==> src/dma_pkg.sv <==
package dma_pkg;

   // Datapath widths
   localparam int ADDR_W = 32;
   localparam int DATA_W = 32;
   localparam int LEN_W  = 16;

   // Burst and boundary limits
   localparam int MAX_BEATS  = 16;
   localparam int BEAT_BYTES = 4;
   localparam int PAGE_BYTES = 4096;
   localparam int BEATS_W    = $clog2(MAX_BEATS + 1);
   localparam int BEAT_SHIFT = $clog2(BEAT_BYTES);
   localparam int PAGE_OFS_W = $clog2(PAGE_BYTES);

   // Fixed AR channel fields
   localparam int AXI_LEN_W   = 8;
   localparam int AXI_ID_W    = 1;
   localparam int AXI_SIZE_W  = 3;
   localparam int AXI_BURST_W = 2;
   localparam logic [AXI_SIZE_W-1:0]  AR_SIZE_4B    = 3'd2;
   localparam logic [AXI_BURST_W-1:0] AR_BURST_INCR = 2'b01;
   localparam logic [AXI_ID_W-1:0]    AR_ID         = '0;

   // Engine FSM encoding
   localparam logic [1:0] ST_IDLE = 2'd0;
   localparam logic [1:0] ST_PLAN = 2'd1;
   localparam logic [1:0] ST_ADDR = 2'd2;
   localparam logic [1:0] ST_DATA = 2'd3;

   typedef struct packed {
      logic [ADDR_W-1:0] addr;
      logic [LEN_W-1:0]  len;
   } dma_cfg_t;

   typedef struct packed {
      logic [ADDR_W-1:0]    addr;
      logic [AXI_LEN_W-1:0] len;
   } axi_ar_t;

   typedef struct packed {
      logic [DATA_W-1:0] data;
      logic              last;
   } axi_r_t;

   // last marks the final word of the whole transfer
   typedef struct packed {
      logic [DATA_W-1:0] data;
      logic              last;
   } axis_t;

endpackage

==> src/dma_burst_planner.sv <==
`timescale 1ns/1ns

module dma_burst_planner (
   input  logic [dma_pkg::ADDR_W-1:0]  addr_i,
   input  logic [dma_pkg::LEN_W-1:0]   remaining_i,
   output logic [dma_pkg::BEATS_W-1:0] beats_o
);

   import dma_pkg::*;

   // Bytes until the next page boundary, 1 to PAGE_BYTES
   logic [PAGE_OFS_W:0]   page_bytes_left;
   logic [PAGE_OFS_W:0]   page_size;
   logic [LEN_W-1:0]      page_words;
   logic [LEN_W-1:0]      burst_cap;
   logic [LEN_W-1:0]      count;

   assign page_size = PAGE_BYTES[PAGE_OFS_W:0];

   assign page_bytes_left = page_size - {1'b0, addr_i[PAGE_OFS_W-1:0]};

   // Word aligned addresses only, so the shift is exact
   assign page_words = LEN_W'(page_bytes_left >> BEAT_SHIFT);

   assign burst_cap = LEN_W'(MAX_BEATS);

   // Smallest of remaining words, page room and the burst cap
   always_comb begin
      count = remaining_i;
      if (page_words < count) begin
         count = page_words;
      end
      if (burst_cap < count) begin
         count = burst_cap;
      end
   end

   // count never exceeds MAX_BEATS here
   assign beats_o = count[BEATS_W-1:0];

endmodule

==> src/dma_read_engine.sv <==
`timescale 1ns/1ns

module dma_read_engine (
   input  logic                         clk_i,
   input  logic                         rst_n_i,

   input  logic                         start_i,
   input  dma_pkg::dma_cfg_t            cfg_i,

   output logic [dma_pkg::ADDR_W-1:0]   plan_addr_o,
   output logic [dma_pkg::LEN_W-1:0]    plan_remaining_o,
   input  logic [dma_pkg::BEATS_W-1:0]  plan_beats_i,

   output dma_pkg::axi_ar_t             ar_o,
   output logic                         arvalid_o,
   input  logic                         arready_i,

   input  dma_pkg::axi_r_t              r_i,
   input  logic                         rvalid_i,
   output logic                         rready_o,

   output dma_pkg::axis_t               axis_o,
   output logic                         tvalid_o,
   input  logic                         tready_i,

   output logic                         busy_o,
   output logic                         done_o
);

   import dma_pkg::*;

   logic [1:0]          state_q;
   logic [ADDR_W-1:0]   addr_q;
   logic [LEN_W-1:0]    remaining_q;
   logic [BEATS_W-1:0]  beats_q;
   logic                done_q;

   logic                start_ok;
   logic                in_data;
   logic                beat_fire;
   logic                burst_end;
   logic                final_burst;

   // Zero length requests are dropped
   assign start_ok = start_i && (state_q == ST_IDLE) && (cfg_i.len != '0);

   assign in_data     = (state_q == ST_DATA);
   assign beat_fire   = rvalid_i && rready_o;
   assign burst_end   = beat_fire && r_i.last;
   // Remaining count was already reduced when this burst was planned
   assign final_burst = (remaining_q == '0);

   // R and stream move together
   assign rready_o = in_data && tready_i;
   assign tvalid_o = in_data && rvalid_i;

   assign axis_o.data = r_i.data;
   assign axis_o.last = r_i.last && final_burst;

   assign plan_addr_o      = addr_q;
   assign plan_remaining_o = remaining_q;

   assign ar_o.addr = addr_q;
   assign ar_o.len  = AXI_LEN_W'(beats_q - 1'b1);
   assign arvalid_o = (state_q == ST_ADDR);

   assign busy_o = (state_q != ST_IDLE);
   assign done_o = done_q;

   always_ff @(posedge clk_i or negedge rst_n_i) begin
      if (!rst_n_i) begin
         state_q     <= ST_IDLE;
         addr_q      <= '0;
         remaining_q <= '0;
         beats_q     <= '0;
         done_q      <= 1'b0;
      end else begin
         done_q <= 1'b0;
         case (state_q)
            ST_IDLE: begin
               if (start_ok) begin
                  addr_q      <= cfg_i.addr;
                  remaining_q <= cfg_i.len;
                  state_q     <= ST_PLAN;
               end
            end
            ST_PLAN: begin
               beats_q     <= plan_beats_i;
               remaining_q <= remaining_q - LEN_W'(plan_beats_i);
               state_q     <= ST_ADDR;
            end
            ST_ADDR: begin
               // AR held stable until accepted
               if (arready_i) begin
                  state_q <= ST_DATA;
               end
            end
            ST_DATA: begin
               if (burst_end) begin
                  addr_q <= addr_q + ADDR_W'(beats_q) * ADDR_W'(BEAT_BYTES);
                  if (final_burst) begin
                     done_q  <= 1'b1;
                     state_q <= ST_IDLE;
                  end else begin
                     state_q <= ST_PLAN;
                  end
               end
            end
            default: begin
               state_q <= ST_IDLE;
            end
         endcase
      end
   end

endmodule

==> src/dma_read_top.sv <==
`timescale 1ns/1ns

module dma_read_top (
   input  logic                             clk_i,
   input  logic                             rst_n_i,

   input  logic                             start_i,
   input  dma_pkg::dma_cfg_t                cfg_i,

   // AXI4 read master
   output logic [dma_pkg::ADDR_W-1:0]       araddr_o,
   output logic [dma_pkg::AXI_LEN_W-1:0]    arlen_o,
   output logic [dma_pkg::AXI_SIZE_W-1:0]   arsize_o,
   output logic [dma_pkg::AXI_BURST_W-1:0]  arburst_o,
   output logic [dma_pkg::AXI_ID_W-1:0]     arid_o,
   output logic                             arvalid_o,
   input  logic                             arready_i,
   input  logic [dma_pkg::DATA_W-1:0]       rdata_i,
   input  logic                             rlast_i,
   input  logic                             rvalid_i,
   output logic                             rready_o,

   // Stream output
   output logic [dma_pkg::DATA_W-1:0]       axis_tdata_o,
   output logic                             axis_tlast_o,
   output logic                             axis_tvalid_o,
   input  logic                             axis_tready_i,

   output logic                             busy_o,
   output logic                             done_o
);

   import dma_pkg::*;

   logic [ADDR_W-1:0]   plan_addr;
   logic [LEN_W-1:0]    plan_remaining;
   logic [BEATS_W-1:0]  plan_beats;
   axi_ar_t             ar;
   axi_r_t              r;
   axis_t               axis;

   // Single ID, 4 byte INCR bursts only
   assign arid_o    = AR_ID;
   assign arsize_o  = AR_SIZE_4B;
   assign arburst_o = AR_BURST_INCR;

   assign araddr_o = ar.addr;
   assign arlen_o  = ar.len;

   assign r.data = rdata_i;
   assign r.last = rlast_i;

   assign axis_tdata_o = axis.data;
   assign axis_tlast_o = axis.last;

   dma_burst_planner u_planner (
      .addr_i      (plan_addr),
      .remaining_i (plan_remaining),
      .beats_o     (plan_beats)
   );

   dma_read_engine u_engine (
      .clk_i            (clk_i),
      .rst_n_i          (rst_n_i),
      .start_i          (start_i),
      .cfg_i            (cfg_i),
      .plan_addr_o      (plan_addr),
      .plan_remaining_o (plan_remaining),
      .plan_beats_i     (plan_beats),
      .ar_o             (ar),
      .arvalid_o        (arvalid_o),
      .arready_i        (arready_i),
      .r_i              (r),
      .rvalid_i         (rvalid_i),
      .rready_o         (rready_o),
      .axis_o           (axis),
      .tvalid_o         (axis_tvalid_o),
      .tready_i         (axis_tready_i),
      .busy_o           (busy_o),
      .done_o           (done_o)
   );

endmodule

==> config.mk <==
export PLATFORM = sky130hd
export DESIGN_NAME = dma_read_top
export DESIGN_NICKNAME = d
export VERILOG_FILES = /design/src/dma_pkg.sv /design/src/dma_burst_planner.sv /design/src/dma_read_engine.sv /design/src/dma_read_top.sv
export SDC_FILE = /design/constraint.sdc
export NUM_CORES = 1
export LEC_CHECK = 0
export BUFFER_PORTS_ARGS = -buffer_cell sky130_fd_sc_hd__buf_4
export CAP_MARGIN = 0
export CORE_MARGIN = 2
export CORE_UTILIZATION = 30
export DETAILED_ROUTE_END_ITERATION = 8
export GPL_TIMING_DRIVEN = 0
export SLEW_MARGIN = 20
export SYNTH_ARGS = -nofsm -noshare
export SYNTH_HDL_FRONTEND = slang
export SYNTH_SLANG_ARGS = --single-unit
==> constraint.sdc <==
create_clock -name clk_i -period 6.8 [get_ports clk_i]
set_input_delay 0.68 -clock clk_i [delete_from_list [all_inputs] [get_ports clk_i]]
set_output_delay 0.68 -clock clk_i [all_outputs]
set_load 0.05 [all_outputs]
==> impl_metrics.toml <==
[yosys]
synth.avg_cell_area_um2 = 8.08
seq_area_frac_synth = 0.303
syn_area_um2 = 4620
ys.flop_type = "dfrtp_1"
yosysWarningCount = 0
synth-edff-count = 0
synthTopCellsByArea = "dfrtp_1 (30%), a21oi_1 (7.4%), ha_1 (7.0%)"
synth_top_area_frac = 0.303
synth_seq_cells = 56
ys_async_sr_fraction = 1.00
syn_inst = 572
yosys.area.top_type = "dfrtp_1"
ys_types = 62

[cells_and_area]
fillers = 1605
fin_util = 0.398
syn_to_final_growth_pct = 30.6
nets = 830
antenna_cells = 0
drive_gt1_frac = 0.288

[timing]
slew_headroom = 0.383
period_share = 0.798
period_minus_slack_ns = 5.43
fmax_mhz = 184
report.final.hold_viol_count = 0
timing.setup.tns_ns = 0
setup_viol = 0
tightestPinTransition_ns = 0.916
clock_skew_ns = 0.0116
drv_slew = 0
rsz0062_at_grt = "no"

[worst_hold_path]
hp-class = "in2async"

[grt]
antenna_found_initial = 0
use_met2 = 0.284
top_usage_layer = "met2"
use_met3 = 0.0292
grt_pass1_wl_mm = 23.3
grt_remaining_overflow = 0
met1_usage = 0.248
grt_usage = 0.178
grt_pass1_vias = 4458
grt_max_degree = 57

[cts]
cts_resized = 0
hold_buffers = 0
cts_buffers = 5
post_cts_buffers = 0
clockBufferDepth = 2
cts.sinks = 56
clkLatencyLatePin_ns = 0.31
cts_tree = "built"
h-tree-depth = 2
cts.reportedPaths.clkPinSlew_ns = 0.08
cts-root-buf = "clkbuf_16"

[floorplan]
dieArea_um2 = 16400
initial_core_util = 0.305
fp.dieW_um = 128
io_pins = 171
num_rows = 45
core-area_um2 = 15100
die_h_um = 128

[pwr]
netSwitchingPower_mw = 1.76
seqPwrFrac = 0.230
leakage_nw = 2.74
swShare = 0.553
internal_power_mw = 1.42
peakVddDrop_mv = 0.288
clock_power_share = 0.098
design_power_total_mw = 3.17
comb_power_share = 0.672
pwr_density_cell_nw_per_um2 = 526

[detailed_routing]
drc = 0
wire_per_inst_um = 16.3
vias_per_cell = 5.26
wirelength_mm = 14.7
dr.pass1.iters = 5
drt_iter0_drc = 272
postRouteAntennaNets = 0
via_count = 4754

[setup_path]
cp-end-kind = "register"
arrival_ns = 5.62
cp.required_ns = 6.99
cp_max_fo = 7
cp-start-kind = "register"
path_class = "reg2reg"

[run_status]
status = "finished, final reports clean"

[run]
cap_violations = 0

[placed_design]
gp_congestion = 0.901
port_buffers = 132
hpwl_mm = 11.2
==> cell type report <==
cell class	count	area, µm²	area share
Clock buffer	5	125	0.0207
Multi-Input combinational cell	423	2710	0.449
Clock inverter	3	47.5	0.00788
Timing Repair Buffer	132	991	0.164
Sequential cell	56	1400	0.232
Tap cell	188	235	0.0390
Buffer	67	409	0.0678
Inverter	30	113	0.0187
==> stage by stage <==
stage | cell area [µm²] | hold slack [ns] | setup WS, ns | instances
final | 6030 | 0.452 | 1.37 | 904
after global routing | 6030 | 0.522 | 1.01 | 904
after CTS | 6030 | 0.479 | 1.35 | 904
after detailed placement | 5860 | 0.536 | 1.35 | 896
after global placement | 5860 | 0.536 | 1.43 | 896
after floorplan | 4630 | 0.384 | 1.67 | 576
==> state kept, by name (all words and copies together) (netlist names) <==
| signal | cells |
|---|---|
| u_engine.plan_remaining_o | 16 |
| u_engine.state_q | 2 |
| u_engine.plan_addr_o | 32 |
| u_engine.beats_q | 5 |
| u_engine.done_o | 1 |
==> worst max-delay path, cell delays in order, from the launching register on <==
cell and delay, ns:
dfrtp_1 0.45, or3_4 0.42, or4_4 0.45, nor3_2 0.18, nand2b_1 0.16, o31a_1 0.27
nor2_1 0.10, ha_1 0.25, a21o_1 0.16, a211o_1 0.29, a221o_1 0.29, nand2_1 0.17
mux2i_1 0.28, ha_1 0.21, inv_1 0.06, fa_1 0.40, a21o_1 0.18, a21o_1 0.22
a21oi_1 0.36, a41oi_1 0.17, o22a_1 0.23
==> cell families (layout without fill, tap and decap cells) <==
group,count (synthesis),count (layout),synth area share
flops,56,56,0.303
compound gates,193,193,0.258
buf+inv,97,237,0.113
simple gates,167,167,0.183
mux,15,15,0.0352
xor+xnor,14,14,0.0265
other cells,2,6,0.00163
fa+ha+maj,28,28,0.0791
==> power groups by stage <==
stage	Clock, mW	Sequential, mW	Combinational [mW]
2_1_floorplan	0	0.971	1.27
3_3_place_gp	0	0.734	2.11
3_5_place_dp	0	0.729	2.13
4_1_cts	0.319	0.726	2.14
5_1_grt	0.330	0.763	2.33
6_report	0.310	0.731	2.13
==> Yosys cell counts (9+ instances only) <==
library cell,number
buf_4,40
o21ai_0,39
dfrtp_1,56
nor4_1,10
mux2_2,10
nor2_1,41
o22ai_1,20
ha_1,26
a21oi_1,68
and3_1,9
a21o_1,10
clkbuf_1,19
inv_1,29
nor3_1,15
nand2_1,48
==> worst paths after layout <==
kind                                                       to  cells after the start  slack, ns                startpoint
worst max register to register  u_engine.plan_remaining_o[14]                     20       1.37   u_engine.plan_addr_o[2]
worst min-delay path                  u_engine.plan_addr_o[5]                      1       0.45                   rst_n_i
min in group clk_i                   u_engine.plan_addr_o[30]                      2       0.56  u_engine.plan_addr_o[30]
worst min register to register       u_engine.plan_addr_o[30]                      2       0.56  u_engine.plan_addr_o[30]
max in group asynchronous       u_engine.plan_remaining_o[12]                      1       5.83                   rst_n_i
worst max-delay path            u_engine.plan_remaining_o[14]                     20       1.37   u_engine.plan_addr_o[2]
==> cell usage in the layout, fill, tap and decap left out, drive strengths merged, types with 7 or more instances in the layout <==
cell | Yosys | final
ha | 26 | 26
o211ai | 7 | 7
a21o | 10 | 10
nand2 | 48 | 48
nor3 | 16 | 16
mux2 | 10 | 10
dfrtp | 56 | 56
nor4 | 12 | 12
and3 | 9 | 9
o22ai | 20 | 20
nor2 | 41 | 41
a31oi | 8 | 8
a21oi | 68 | 68
inv | 29 | 29
o21ai | 40 | 40
xnor2 | 8 | 8
clkbuf | 20 | 25
nand3 | 7 | 7
buf | 47 | 179
==> routing by layer <==
layer	vias to the layer above	routed length, µm	part of all wire
met5	-	0	0
met4	0	180	0.012
met3	14	1120	0.076
met2	200	6760	0.46
met1	2207	6640	0.45
li1	2333	-	-
No activity file was read; power rests on OpenSTA's default activity.
